## src/source/agc_macros.svh

```systemverilog
`ifndef AGC_MACROS_SVH
`define AGC_MACROS_SVH

//////////////////////////////////////////////////////////////////////
// Loop timing and targets
//////////////////////////////////////////////////////////////////////

`define AGC_BOOT_DELAY      31    // Cycles to wait before the first write
`define AGC_START_SCALE     1800
`define AGC_START_OFFSET    0

`define AGC_TIMESCALE_BITS  4
// Reduced RMS squared is info word 1 shifted by this amount
`define AGC_RMS_SHIFT       (17 - `AGC_TIMESCALE_BITS)
`define AGC_TARGET_RMS_SQ   16
`define AGC_SCALE_ERR       0     // Half width of the target band
`define AGC_OFFSET_ERR      5     // Allowed gt/lt count difference

`define AGC_SCALE_DELTA     30
`define AGC_OFFSET_DELTA    25

// Scale clamp limits
`define AGC_SCALE_MIN       32'h0000_012C
`define AGC_SCALE_MAX       32'h0001_FBD0

//////////////////////////////////////////////////////////////////////
// AGC block command codes and register map
//////////////////////////////////////////////////////////////////////

`define AGC_CMD_RESET       32'h0000_0004
`define AGC_CMD_START       32'h0000_0001
`define AGC_CMD_LOAD        32'h0000_0300
`define AGC_CMD_APPLY       32'h0000_0400

`define AGC_ADR_CTRL        22'h00_0000   // Control writes and status reads
`define AGC_ADR_SCALE       22'h00_0010
`define AGC_ADR_OFFSET      22'h00_0014

`define AGC_INFO_WORDS      6
`define AGC_STATUS_DONE_BIT 1             // Measurement finished flag

`endif
```

## src/source/agc_pkg.sv

```systemverilog
`include "agc_macros.svh"

package agc_pkg;

    // Downstream bus towards the AGC block
    typedef struct packed {
        logic        cyc;
        logic        we;
        logic [21:0] adr;
        logic [31:0] dat;
    } agc_bus_req_t;

    typedef struct packed {
        logic        ack;
        logic [31:0] dat;
    } agc_bus_rsp_t;

    // Host register bus
    typedef struct packed {
        logic        cyc;
        logic        stb;
        logic        we;
        logic [7:0]  adr;
        logic [31:0] dat;
    } host_bus_req_t;

    typedef struct packed {
        logic        ack;
        logic [31:0] dat;
    } host_bus_rsp_t;

    typedef struct packed {
        logic [16:0] scale;
        logic [15:0] offset;
    } agc_setting_t;

    // Words read back from the AGC block after a measurement
    typedef logic [`AGC_INFO_WORDS-1:0][31:0] agc_info_t;

    typedef enum logic [3:0] {
        ST_BOOT,
        ST_RESETTING,
        ST_POLLING,
        ST_WAITING,
        ST_READING,
        ST_CALCULATING,
        ST_WRITING,
        ST_LOADING,
        ST_APPLYING
    } agc_state_e;

    // Steps of a single downstream transfer
    typedef enum logic [1:0] {
        COMM_SENDING,
        COMM_WAITING,
        COMM_PROCESSING
    } comm_state_e;

endpackage

```

## src/source/agc_ctrl_top.sv

```systemverilog
module agc_ctrl_top
    import agc_pkg::*;
(
    input  logic          wb_clk_i,
    input  logic          arst_n_i,
    input  host_bus_req_t host_req_i,
    output host_bus_rsp_t host_rsp_o,
    output agc_bus_req_t  agc_req_o,
    input  agc_bus_rsp_t  agc_rsp_i
);

    logic         boot_en;
    logic         boot_done;
    logic         idx_clr;
    logic         idx_step;
    logic [2:0]   idx;
    logic         capture;
    logic [31:0]  capture_dat;
    logic         calc;
    logic         apply;
    agc_setting_t setting;
    agc_info_t    info;

    agc_loop_fsm u_loop (
        .wb_clk_i      (wb_clk_i),
        .arst_n_i      (arst_n_i),
        .agc_req_o     (agc_req_o),
        .agc_rsp_i     (agc_rsp_i),
        .boot_done_i   (boot_done),
        .idx_i         (idx),
        .boot_en_o     (boot_en),
        .idx_clr_o     (idx_clr),
        .idx_step_o    (idx_step),
        .capture_o     (capture),
        .capture_dat_o (capture_dat),
        .calc_o        (calc),
        .apply_o       (apply),
        .setting_i     (setting)
    );

    agc_seq_counter u_seq (
        .wb_clk_i    (wb_clk_i),
        .arst_n_i    (arst_n_i),
        .boot_en_i   (boot_en),
        .boot_done_o (boot_done),
        .idx_clr_i   (idx_clr),
        .idx_step_i  (idx_step),
        .idx_o       (idx)
    );

    agc_info_store u_store (
        .wb_clk_i      (wb_clk_i),
        .arst_n_i      (arst_n_i),
        .capture_i     (capture),
        .capture_dat_i (capture_dat),
        .idx_i         (idx),
        .apply_i       (apply),
        .setting_i     (setting),
        .info_o        (info)
    );

    agc_update_calc u_calc (
        .wb_clk_i  (wb_clk_i),
        .arst_n_i  (arst_n_i),
        .calc_i    (calc),
        .info_i    (info),
        .setting_o (setting)
    );

    host_reg_port u_host (
        .wb_clk_i   (wb_clk_i),
        .arst_n_i   (arst_n_i),
        .host_req_i (host_req_i),
        .host_rsp_o (host_rsp_o),
        .info_i     (info)
    );

endmodule

```

## src/source/host_reg_port.sv

```systemverilog
`include "agc_macros.svh"

module host_reg_port
    import agc_pkg::*;
(
    input  logic          wb_clk_i,
    input  logic          arst_n_i,
    input  host_bus_req_t host_req_i,
    output host_bus_rsp_t host_rsp_o,
    input  agc_info_t     info_i
);

    typedef enum logic [1:0] {
        H_IDLE,
        H_WRITE,
        H_READ,
        H_ACK
    } host_state_e;

    localparam logic [15:0] OFST_STEP = 16'(`AGC_OFFSET_DELTA);

    host_state_e state_q;
    logic [31:0] rsp_dat_q;
    logic [3:0]  word_sel;

    assign word_sel = host_req_i.adr[5:2];

    always_ff @(posedge wb_clk_i or negedge arst_n_i) begin
        if (!arst_n_i) begin
            state_q <= H_IDLE;
        end else begin
            case (state_q)
                H_IDLE: begin
                    if (host_req_i.cyc && host_req_i.stb) begin
                        state_q <= host_req_i.we ? H_WRITE : H_READ;
                    end
                end
                H_WRITE: state_q <= H_ACK;    // Write data is not stored
                H_READ:  state_q <= H_ACK;
                default: state_q <= H_IDLE;
            endcase
        end
    end

    // Response word, valid together with ack
    always_ff @(posedge wb_clk_i) begin
        if (state_q == H_READ) begin
            if (host_req_i.adr[6]) begin  // Loop step sizes
                case (word_sel)
                    4'd0:    rsp_dat_q <= 32'(`AGC_SCALE_DELTA);
                    4'd1:    rsp_dat_q <= {{16{OFST_STEP[15]}}, OFST_STEP};
                    default: rsp_dat_q <= '0;
                endcase
            end else if (word_sel < 4'(`AGC_INFO_WORDS)) begin
                rsp_dat_q <= info_i[word_sel];
            end else begin
                rsp_dat_q <= '0;
            end
        end
    end

    assign host_rsp_o.ack = (state_q == H_ACK);
    assign host_rsp_o.dat = rsp_dat_q;

endmodule

```

## src/source/agc_update_calc.sv

```systemverilog
`include "agc_macros.svh"

module agc_update_calc
    import agc_pkg::*;
(
    input  logic         wb_clk_i,
    input  logic         arst_n_i,
    input  logic         calc_i,
    input  agc_info_t    info_i,
    output agc_setting_t setting_o
);

    localparam logic [31:0] BAND_HI    = 32'(`AGC_TARGET_RMS_SQ + `AGC_SCALE_ERR);
    localparam logic [31:0] BAND_LO    = 32'(`AGC_TARGET_RMS_SQ - `AGC_SCALE_ERR);
    localparam logic [31:0] SCALE_STEP = 32'(`AGC_SCALE_DELTA);
    localparam logic [31:0] OFST_STEP  = 32'(`AGC_OFFSET_DELTA);
    localparam logic [31:0] OFST_ERR   = 32'(`AGC_OFFSET_ERR);

    agc_setting_t setting_q;
    agc_setting_t setting_next;
    logic [31:0]  rms_sq;

    always_comb begin
        rms_sq       = info_i[1] >> `AGC_RMS_SHIFT;
        setting_next = setting_q;

        // Scale steps toward the band, never past the clamps
        if (rms_sq > BAND_HI) begin
            if (info_i[4] > `AGC_SCALE_MIN) setting_next.scale = 17'(info_i[4] - SCALE_STEP);
            else                            setting_next.scale = 17'(info_i[4]);
        end else if (rms_sq < BAND_LO) begin
            if (info_i[4] < `AGC_SCALE_MAX) setting_next.scale = 17'(info_i[4] + SCALE_STEP);
            else                            setting_next.scale = 17'(info_i[4]);
        end

        // Too many samples above the threshold pulls the offset down
        if (info_i[2] > info_i[3] + OFST_ERR) begin
            setting_next.offset = 16'(info_i[5] - OFST_STEP);
        end else if (info_i[3] > info_i[2] + OFST_ERR) begin
            setting_next.offset = 16'(info_i[5] + OFST_STEP);
        end
    end

    always_ff @(posedge wb_clk_i or negedge arst_n_i) begin
        if (!arst_n_i) begin
            setting_q.scale  <= 17'(`AGC_START_SCALE);
            setting_q.offset <= 16'(`AGC_START_OFFSET);
        end else if (calc_i) begin
            setting_q <= setting_next;
        end
    end

    assign setting_o = setting_q;

endmodule

```

## src/source/agc_info_store.sv

```systemverilog
`include "agc_macros.svh"

module agc_info_store
    import agc_pkg::*;
(
    input  logic         wb_clk_i,
    input  logic         arst_n_i,
    input  logic         capture_i,
    input  logic [31:0]  capture_dat_i,
    input  logic [2:0]   idx_i,
    input  logic         apply_i,
    input  agc_setting_t setting_i,
    output agc_info_t    info_o
);

    localparam int SCALE_WORD  = 4;
    localparam int OFFSET_WORD = 5;

    agc_info_t info_q;

    always_ff @(posedge wb_clk_i or negedge arst_n_i) begin
        if (!arst_n_i) begin
            info_q <= '0;
        end else if (apply_i) begin
            // Next calculation starts from the settings just applied
            info_q[SCALE_WORD]  <= {15'h0, setting_i.scale};
            info_q[OFFSET_WORD] <= {16'h0, setting_i.offset};
        end else if (capture_i && idx_i < 3'(`AGC_INFO_WORDS)) begin
            info_q[idx_i] <= capture_dat_i;
        end
    end

    assign info_o = info_q;

endmodule

```

## src/source/agc_seq_counter.sv

```systemverilog
`include "agc_macros.svh"

module agc_seq_counter (
    input  logic       wb_clk_i,
    input  logic       arst_n_i,
    input  logic       boot_en_i,
    output logic       boot_done_o,
    input  logic       idx_clr_i,
    input  logic       idx_step_i,
    output logic [2:0] idx_o
);

    localparam int BOOT_W = $clog2(`AGC_BOOT_DELAY + 1);

    logic [BOOT_W-1:0] boot_cnt_q;
    logic [2:0]        idx_q;

    // Boot delay, counts down once and then stays at zero
    always_ff @(posedge wb_clk_i or negedge arst_n_i) begin
        if (!arst_n_i) begin
            boot_cnt_q <= BOOT_W'(`AGC_BOOT_DELAY);
        end else if (boot_en_i && boot_cnt_q != '0) begin
            boot_cnt_q <= boot_cnt_q - 1'b1;
        end
    end

    // Word index for info reads and setting writes
    always_ff @(posedge wb_clk_i or negedge arst_n_i) begin
        if (!arst_n_i) begin
            idx_q <= '0;
        end else if (idx_clr_i) begin
            idx_q <= '0;
        end else if (idx_step_i) begin
            idx_q <= idx_q + 1'b1;
        end
    end

    assign boot_done_o = (boot_cnt_q == '0);
    assign idx_o       = idx_q;

endmodule

```

## src/source/agc_loop_fsm.sv

```systemverilog
`include "agc_macros.svh"

module agc_loop_fsm
    import agc_pkg::*;
(
    input  logic         wb_clk_i,
    input  logic         arst_n_i,
    output agc_bus_req_t agc_req_o,
    input  agc_bus_rsp_t agc_rsp_i,
    input  logic         boot_done_i,
    input  logic [2:0]   idx_i,
    output logic         boot_en_o,
    output logic         idx_clr_o,
    output logic         idx_step_o,
    output logic         capture_o,
    output logic [31:0]  capture_dat_o,
    output logic         calc_o,
    output logic         apply_o,
    input  agc_setting_t setting_i
);

    localparam logic [2:0] LAST_INFO = 3'(`AGC_INFO_WORDS);
    localparam logic [2:0] LAST_SET  = 3'd2;   // Scale word, then offset word

    agc_state_e   state_q;
    agc_state_e   state_next;
    comm_state_e  comm_q;
    agc_bus_req_t req_q;
    agc_bus_req_t req_next;
    logic [31:0]  rsp_dat_q;
    logic         ack_seen;
    logic         status_done;
    logic         seq_done;

    //////////////////////////////////////////////////////////////////////
    // Loop order and request forming
    //////////////////////////////////////////////////////////////////////

    always_comb begin
        case (state_q)
            ST_BOOT:        state_next = ST_WRITING;
            ST_RESETTING:   state_next = ST_POLLING;
            ST_POLLING:     state_next = ST_WAITING;
            ST_WAITING:     state_next = ST_READING;
            ST_READING:     state_next = ST_CALCULATING;
            ST_CALCULATING: state_next = ST_WRITING;
            ST_WRITING:     state_next = ST_LOADING;
            ST_LOADING:     state_next = ST_APPLYING;
            default:        state_next = ST_RESETTING;
        endcase
    end

    always_comb begin
        req_next     = '0;
        req_next.cyc = 1'b1;
        req_next.we  = 1'b1;
        req_next.adr = `AGC_ADR_CTRL;
        case (state_q)
            ST_RESETTING: req_next.dat = `AGC_CMD_RESET;
            ST_POLLING:   req_next.dat = `AGC_CMD_START;
            ST_WAITING:   req_next.we  = 1'b0;             // Status read
            ST_READING: begin
                req_next.we  = 1'b0;
                req_next.adr = {17'h0, idx_i, 2'b00};       // Word address
            end
            ST_WRITING: begin
                if (idx_i == 3'd0) begin
                    req_next.adr = `AGC_ADR_SCALE;
                    req_next.dat = {15'h0, setting_i.scale};
                end else begin
                    req_next.adr = `AGC_ADR_OFFSET;
                    req_next.dat = {{16{setting_i.offset[15]}}, setting_i.offset};
                end
            end
            ST_LOADING:   req_next.dat = `AGC_CMD_LOAD;
            ST_APPLYING:  req_next.dat = `AGC_CMD_APPLY;
            default:      req_next     = '0;
        endcase
    end

    // Multi word steps end once the index runs past the last word
    assign seq_done = (state_q == ST_READING && idx_i == LAST_INFO) ||
                      (state_q == ST_WRITING && idx_i == LAST_SET);

    assign ack_seen    = (comm_q == COMM_WAITING) && agc_rsp_i.ack;
    assign status_done = rsp_dat_q[`AGC_STATUS_DONE_BIT];

    //////////////////////////////////////////////////////////////////////
    // Outer loop with nested send / wait / process steps
    //////////////////////////////////////////////////////////////////////

    always_ff @(posedge wb_clk_i or negedge arst_n_i) begin
        if (!arst_n_i) begin
            state_q <= ST_BOOT;
            comm_q  <= COMM_SENDING;
            req_q   <= '0;
        end else begin
            case (state_q)
                ST_BOOT: begin
                    if (boot_done_i) state_q <= state_next;
                end
                ST_CALCULATING: state_q <= state_next;   // Single cycle
                default: begin
                    if (seq_done) begin
                        state_q <= state_next;
                    end else begin
                        case (comm_q)
                            COMM_SENDING: begin
                                req_q  <= req_next;        // Held until ack
                                comm_q <= COMM_WAITING;
                            end
                            COMM_WAITING: begin
                                if (agc_rsp_i.ack) begin
                                    req_q.cyc <= 1'b0;
                                    if (!req_q.we) begin
                                        comm_q <= COMM_PROCESSING;
                                    end else begin
                                        comm_q <= COMM_SENDING;
                                        // Setting writes advance through the index
                                        if (state_q != ST_WRITING) state_q <= state_next;
                                    end
                                end
                            end
                            default: begin
                                comm_q <= COMM_SENDING;
                                // Poll again unless the measurement has finished
                                if (state_q == ST_WAITING && status_done) begin
                                    state_q <= state_next;
                                end
                            end
                        endcase
                    end
                end
            endcase
        end
    end

    // Read data captured on the ack edge
    always_ff @(posedge wb_clk_i) begin
        if (ack_seen) rsp_dat_q <= agc_rsp_i.dat;
    end

    assign agc_req_o     = req_q;
    assign boot_en_o     = (state_q == ST_BOOT);
    assign calc_o        = (state_q == ST_CALCULATING);
    assign capture_o     = (state_q == ST_READING) && (comm_q == COMM_PROCESSING);
    assign capture_dat_o = rsp_dat_q;
    assign apply_o       = (state_q == ST_APPLYING) && ack_seen;

    assign idx_clr_o  = seq_done ||
                        (state_q == ST_WAITING && comm_q == COMM_PROCESSING && status_done);
    assign idx_step_o = capture_o || (state_q == ST_WRITING && ack_seen);

endmodule

```

## config.mk

```make
export PLATFORM = sky130hd
export DESIGN_NAME = agc_ctrl_top
export DESIGN_NICKNAME = d
export VERILOG_FILES = /design/src/source/agc_pkg.sv /design/src/source/agc_ctrl_top.sv /design/src/source/host_reg_port.sv /design/src/source/agc_update_calc.sv /design/src/source/agc_info_store.sv /design/src/source/agc_seq_counter.sv /design/src/source/agc_loop_fsm.sv
export VERILOG_INCLUDE_DIRS = /design/src /design/src/source
export SDC_FILE = /design/constraint.sdc
export NUM_CORES = 1
export LEC_CHECK = 0
export BUFFER_PORTS_ARGS = -buffer_cell sky130_fd_sc_hd__buf_2
export CAP_MARGIN = 5
export CELL_PAD_IN_SITES_DETAIL_PLACEMENT = 0
export CELL_PAD_IN_SITES_GLOBAL_PLACEMENT = 2
export CORE_MARGIN = 2
export CORE_UTILIZATION = 43
export CTS_CLUSTER_SIZE = 14
export DETAILED_ROUTE_END_ITERATION = 16
export HOLD_SLACK_MARGIN = 0.03
export PLACE_DENSITY = 0.83
export SYNTH_ARGS = -nofsm -noshare
export SYNTH_HDL_FRONTEND = slang
export SYNTH_SLANG_ARGS = --single-unit
```

## constraint.sdc

```tcl
create_clock -name wb_clk_i -period 8.9 [get_ports wb_clk_i]
set_input_delay 0.89 -clock wb_clk_i [delete_from_list [all_inputs] [get_ports wb_clk_i]]
set_output_delay 0.89 -clock wb_clk_i [all_outputs]
set_load 0.01 [all_outputs]
```

Yosys cells after proc, flatten, opt, wreduce, memory -nomap -nowiden
Memory sizes are Yosys's and may differ from the RTL's.
Index checks and enable logic that the tools add are counted.
{"block": "totals", "regBits": 361, "latch_bits": 0, "ram_bits": 0, "romBits": 32, "output_inout_bits": 89, "n_memories": 1}
{"block": "op_classes", "addsub": 8, "n_mul": 0, "div": 0, "magnitude_cmp": 11, "n_eq_ne": 24, "shifts": 0, "mux": 40, "n_bitwise": 3, "reduce_logical": 40}
{"memory": "(name not given)", "depth": 8, "word_bits": 4, "rd": 1, "rd_clocked_by_memory_dff": 0, "write_ports": 0, "line_no": "agc_loop_fsm.sv:40", "source": "case (state_q)"}
{"op": "192-bit bitwise mux", "n": 1}
{"op": "192-bit 2-to-1 mux", "n": 1}
{"op": "32-bit case mux with 5 select lines", "n": 1}
{"op": "32-bit 2-to-1 mux", "n": 4}
{"op": "32-bit binary-select mux with 3-bit select", "n": 1}
{"op": "32-bit demux with 3-bit select", "n": 1}
{"op": "17-bit 2-to-1 mux", "n": 4}
{"op": "32-bit by 3-bit adder with 32-bit output, second input constant", "n": 2}
{"op": "32-bit greater-than comparator", "n": 2}
{"op": "64-bit 2-to-1 mux", "n": 1}
{"op": "35-bit 2-to-1 mux", "n": 1}
{"op": "32-bit by 9-bit greater-than comparator with 1-bit output, second input constant", "n": 1}
{"op": "32-bit by 17-bit < comparator with 1-bit output, second input constant", "n": 1}
{"op": "16-bit 2-to-1 mux", "n": 2}
{"op": "4-bit 2-to-1 mux", "n": 7}
{"op": "5-bit case mux with 2 select lines", "n": 2}
{"op": "19-bit by 5-bit greater-than comparator with 1-bit output, second input constant", "n": 1}
{"op": "19-bit by 5-bit < comparator with 1-bit output, second input constant", "n": 1}
{"op": "17-bit by 5-bit adder with 17-bit output, second input constant", "n": 1}
{"op": "17-bit by 5-bit subtractor with 17-bit output, second input constant", "n": 1}
{"op": "16-bit by 5-bit adder with 16-bit output, second input constant", "n": 1}
{"op": "4-bit by 3-bit == test with 1-bit output, second input constant", "n": 4}
{"op": "4-bit case mux with 2 select lines", "n": 2}
{"op": "16-bit by 5-bit subtractor with 16-bit output, second input constant", "n": 1}
{"op": "41 further kinds", "n": 82}

Longest topological paths before layout
An unclocked memory read counts as a cell.
{"block": "logic_depth", "ltp_word": 8, "ltp_mapped": 22, "depth_no_buf": 22}

By module
From an unflattened synthesis, not the netlist that was laid out.
{"block": "unflattened", "cells_unflattened": 1680, "hier_area_um2": 18931.9}
{"mod": "agc_info_store", "n_inst": 1, "cells_per_inst": 558, "area_each_um2": 7656.1, "seq_area_each_um2": 4804.6}
{"mod": "agc_update_calc", "n_inst": 1, "cells_per_inst": 633, "area_each_um2": 5104.9, "seq_area_each_um2": 830.8}
{"mod": "agc_loop_fsm", "n_inst": 1, "cells_per_inst": 242, "area_each_um2": 2916.5, "seq_area_each_um2": 1686.6}
{"mod": "host_reg_port", "n_inst": 1, "cells_per_inst": 213, "area_each_um2": 2865.2, "seq_area_each_um2": 1011.0}
{"mod": "agc_seq_counter", "n_inst": 1, "cells_per_inst": 34, "area_each_um2": 389.1, "seq_area_each_um2": 206.4}

Worst setup path before layout
OpenSTA, ideal clock, no wires.
{"block": "synth_timing", "kind": "register to register", "startpoint": "reg u_store.info_q (netlist bit u_store.info_o[99])", "endpoint": "reg u_calc.setting_q (netlist bit u_calc.setting_o[15])", "t_arrival_ps": 5225, "required_time_ps": 8796, "setup_slack_ps": 3571, "stages_incl_launch_ff": 23, "period_less_slack_ps": 5329, "path_cell_list": "dfrtp_1 > and3_1 > nand3_1 > nor2_1 > nand3_1 > nor3_1 > nand3_1 > xor2_1 > ha_1 > nand4_1 > and4bb_2 > nand3_1 > a22o_1 > a31oi_2 > inv_1 > ha_1 > o211a_1 > o21ai_0 > o311ai_0 > a2111oi_0 > a2111oi_2 > nor3_1 > a221oi_1"}
{"block": "synth_between", "elab_chain_len": 4, "word_cells_on_any_way": 6, "cone_classes": "add/sub: 1; order compare: 2; mux: 1; reduce/logical: 2"}
{"element": "start: declaration", "line_no": "agc_info_store.sv:19", "source": "agc_info_t info_q;"}
{"element": "start signal: indexed assignment", "line_no": "agc_info_store.sv:26", "source": "info_q[SCALE_WORD] <= {15'h0, setting_i.scale};"}
{"element": "start signal: indexed assignment", "line_no": "agc_info_store.sv:27", "source": "info_q[OFFSET_WORD] <= {16'h0, setting_i.offset};"}
{"element": "start signal: indexed assignment", "line_no": "agc_info_store.sv:29", "source": "info_q[idx_i] <= capture_dat_i;"}
{"element": "32-bit by 3-bit adder with 32-bit output", "line_no": "agc_update_calc.sv:37", "source": "if (info_i[2] > info_i[3] + OFST_ERR) begin"}
{"element": "32-bit greater-than comparator", "line_no": "agc_update_calc.sv:37"}
{"element": "2-bit nonzero test (no source line)"}
{"element": "2-bit AND reduction (no source line)"}
{"element": "end signal: assignment", "line_no": "agc_update_calc.sv:49", "source": "setting_q <= setting_next;"}
{"element": "end: declaration", "line_no": "agc_update_calc.sv:19", "source": "agc_setting_t setting_q;"}
Several ways; a longest one is shown, not always the timed one.
A chain may end at the register's enable or synchronous reset.

Worst setup path in the final report
Same ends and word-level chain as after synthesis.

==> metrics <==
WL/cell 20.9 µm; Final nets 1952; Fill cells 3971; Starting Density 0.433; post-route setup slack 2.20 ns; Core Area 0.0429 mm²; Mapped Cells 1701; leakage dissipation 8.95 nW; gr ovfl total 0; FFs w/ async S/R, synth 0.805; status complete, no violations; Diodes inserted 0; PortBufs 112; synth unique cells 88; Non-Filler Instances 2394; worst slew pin tran 0.956 ns; FF/Latch Area 0.00854 mm²; critical path startpoint category register; largest fanout on the critical path 13; crit path DAT 7.13 ns; CTS H-tree depth 2; Worst setup EP type register; Place WS 2.21 ns; CTS tree built; Reg clk slew, reported paths 0.06 ns; detailed router's first-iteration violation count 872; Clock Latency Late Sink 0.56 ns; final period utilization 0.753; CTS Buffer Depth 3; Required @ worst endpoint 9.33 ns; HP Class primary input to asynchronous set/reset pin; Layout Utilization 0.483; Primary FF master, synth dfrtp_1; Die ar. 0.0448 mm²; Final Hold Viols 0; die width 212 µm; DP HPWL 35.6 mm; DRC viols 0; Post-Synth Simple-Gate Area 0.125; Avg Inst Size Synth 10.9 µm²; area delta synth->final 11.6%; post-synthesis adder-cell area fraction 0.0638; worst-case headroom to the max-slew limit 0.362; DIE HEIGHT 212 µm; worst vdd ir 387 µV; XOR/XNOR Fraction of Synth Area 0.0415; CTS buffer count 38; total track usage 0.229; post-synthesis mux area share 0.166; Fmax achieved 149 MHz; Total Routed Length 50.1 mm; FF+latch count, synth 328; post-synthesis sequential area ratio 0.460; # hold bufs at CTS 0; vias in the first global route 13.3k; row count 76; cell area after synthesis 0.0186 mm²; post-cts sizing count 0; Post-Place Cells 2325; Max Cap Viol 0; Root Driver clkbuf_16; Total Neg Setup Slack 0 ns; largest family of logic cells by synthesized area multiplexers; Boundary Pins 167; vias per cell 5.60; post-CTS setup buffer count 0; clk sink count 328; number of synthesized flops with an enable pin 64; vias post-DR 13.4k; first-pass GRT wire length 78.5 mm; area of the multi-input gates 0.00939 mm²; ratio of cells with drive above 1 in the final layout 0.236; PwrDens 460 mW/mm²; clk_skew 0.0295 ns; largest net degree at the start of global routing 94; Routability Congestion 0.852; final antenna-violating net count 0; worst hold slack 0.371 ns; initial antenna violation count 1; Syn. warnings 0; DRT Pass-1 Iters 5; minimum clock period 6.70 ns; Max Transition Viols Final 0; Setup CP Type register to register; Final setup viols 0; RSZ-0062 raised after global routing false; Synth Area in Compound Gates 0.103
## sequential cells by signal (all words and copies together), names as in the netlist
| signal | count |
|---|---|
| u_loop.comm_q | 2 |
| u_host.state_q | 2 |
| u_store.info_o | 192 |
| u_host.rsp_dat_q | 32 |
| u_seq.boot_cnt_q | 5 |
| u_calc.setting_o | 33 |
| u_loop.capture_dat_o | 32 |
| u_seq.idx_o | 3 |
| u_loop.state_q | 4 |
| u_loop.agc_req_o | 23 |
## power by group
| part | switching, mW | internal, mW | total [mW] | leakage (nW) |
|---|---|---|---|---|
| Sequential | 0.564 | 2.04 | 2.60 | 3.89 |
| Combinational | 3.05 | 2.39 | 5.43 | 4.48 |
| Clock | 0.634 | 0.852 | 1.49 | 0.577 |
## cells by family (layout without fill, tap and decap cells)
kind of cell	after synthesis	after routing
AO/OA/AOI/OAI	306	306
XOR/XNOR	88	88
adder cells (fa/ha/maj)	94	94
buffers and inverters	150	240
flip-flops	328	328
multiplexers	247	247
other	1	19
AND/OR/NAND/NOR	487	487
## routing by layer
metal | global-route usage | vias to the layer above | routed length, µm
met5 | 0 | - | 0
met4 | 0.0787 | 0 | 1430
met3 | 0.0295 | 78 | 2330
met2 | 0.353 | 308 | 22600
met1 | 0.331 | 6713 | 23700
li1 | - | 6319 | -
## per-stage QoR
step	cell area (µm²)	total power [mW]
after global routing	20700	10.4
final	20700	9.52
after detailed placement	19500	8.04
after floorplan	18600	6.61
after global placement	19500	7.93
after CTS	20700	9.57
## area by class of cell
cell class | instances | area share
Clock buffer | 56 | 0.0526
Clock inverter | 13 | 0.00368
Multi-Input combinational cell | 1241 | 0.454
Tap cell | 585 | 0.0353
Sequential cell | 328 | 0.412
Inverter | 36 | 0.00652
Timing Repair Buffer | 135 | 0.0360
## critical path, stage by stage (launching register included)
cell	delay, ns
dfrtp_1	0.48
and3_1	0.25
nand3_1	0.09
nor2_1	0.27
nand3_1	0.28
nor3_1	0.50
nand3_1	0.16
xor2_1	0.17
ha_1	0.30
nand4_1	0.18
and4bb_2	0.38
nand3_1	0.11
a22o_1	0.27
a31oi_2	0.14
buf_4	0.24
inv_1	0.28
ha_1	0.48
o211a_1	0.15
o21ai_0	0.15
o311ai_0	0.65
a2111oi_0	0.26
a2111oi_2	0.44
nor3_1	0.08
a221oi_1	0.26
## worst paths after layout
| kind | startpoint | slack [ns] | cells past startpoint | to |
|---|---|---|---|---|
| worst max-delay path | u_store.info_o[99] | 2.20 | 23 | u_calc.setting_o[15] |
| max in group asynchronous | arst_n_i | 6.42 | 3 | u_store.info_o[96] |
| worst min-delay path | arst_n_i | 0.37 | 1 | u_host.state_q[0] |
| worst max register to register | u_store.info_o[99] | 2.20 | 23 | u_calc.setting_o[15] |
| worst min register to register | u_seq.boot_cnt_q[4] | 0.46 | 1 | u_seq.boot_cnt_q[4] |
| min in group wb_clk_i | u_seq.boot_cnt_q[4] | 0.46 | 1 | u_seq.boot_cnt_q[4] |
## cell usage in the layout, fill, tap and decap left out, types with 6 or more instances in the layout
master,netlist,routed
conb_1,1,19
clkinv_2,0,6
mux2i_1,48,48
and4_1,7,7
nor4_1,15,13
mux4_2,32,32
xor2_1,53,53
a221o_1,6,6
inv_1,36,36
mux2_2,165,165
o31ai_1,18,18
nand3_1,48,48
buf_4,33,24
clkbuf_1,50,12
edfxtp_1,64,64
ha_1,93,92
a22oi_1,29,29
a21o_1,11,11
xnor2_1,35,35
a31oi_1,9,9
dfstp_2,9,9
dfrtp_1,255,255
and3_1,19,19
nor3_1,17,16
a21oi_1,89,89
nand2_1,210,210
nand4_1,30,30
nor2_1,99,97
clkbuf_16,0,39
buf_2,21,110
o21ai_0,89,89
## cells in the mapped netlist (7+ instances only)
cell type | instances | area share
dfrtp_1 | 255 | 0.34
nand2_1 | 210 | 0.042
mux2_2 | 165 | 0.10
nor2_1 | 99 | 0.020
ha_1 | 93 | 0.063
a21oi_1 | 89 | 0.024
o21ai_0 | 89 | 0.024
edfxtp_1 | 64 | 0.10
xor2_1 | 53 | 0.025
clkbuf_1 | 50 | 0.010
mux2i_1 | 48 | 0.026
nand3_1 | 48 | 0.013
inv_1 | 36 | 0.0073
xnor2_1 | 35 | 0.017
buf_4 | 33 | 0.013
mux4_2 | 32 | 0.039
nand4_1 | 30 | 0.010
a22oi_1 | 29 | 0.012
buf_2 | 21 | 0.0057
and3_1 | 19 | 0.0064
o31ai_1 | 18 | 0.0073
nor3_1 | 17 | 0.0046
nor4_1 | 15 | 0.0051
a21o_1 | 11 | 0.0044
a31oi_1 | 9 | 0.0030
dfstp_2 | 9 | 0.013
and4_1 | 7 | 0.0033
Note: power is estimated with default switching activity, not from simulation.
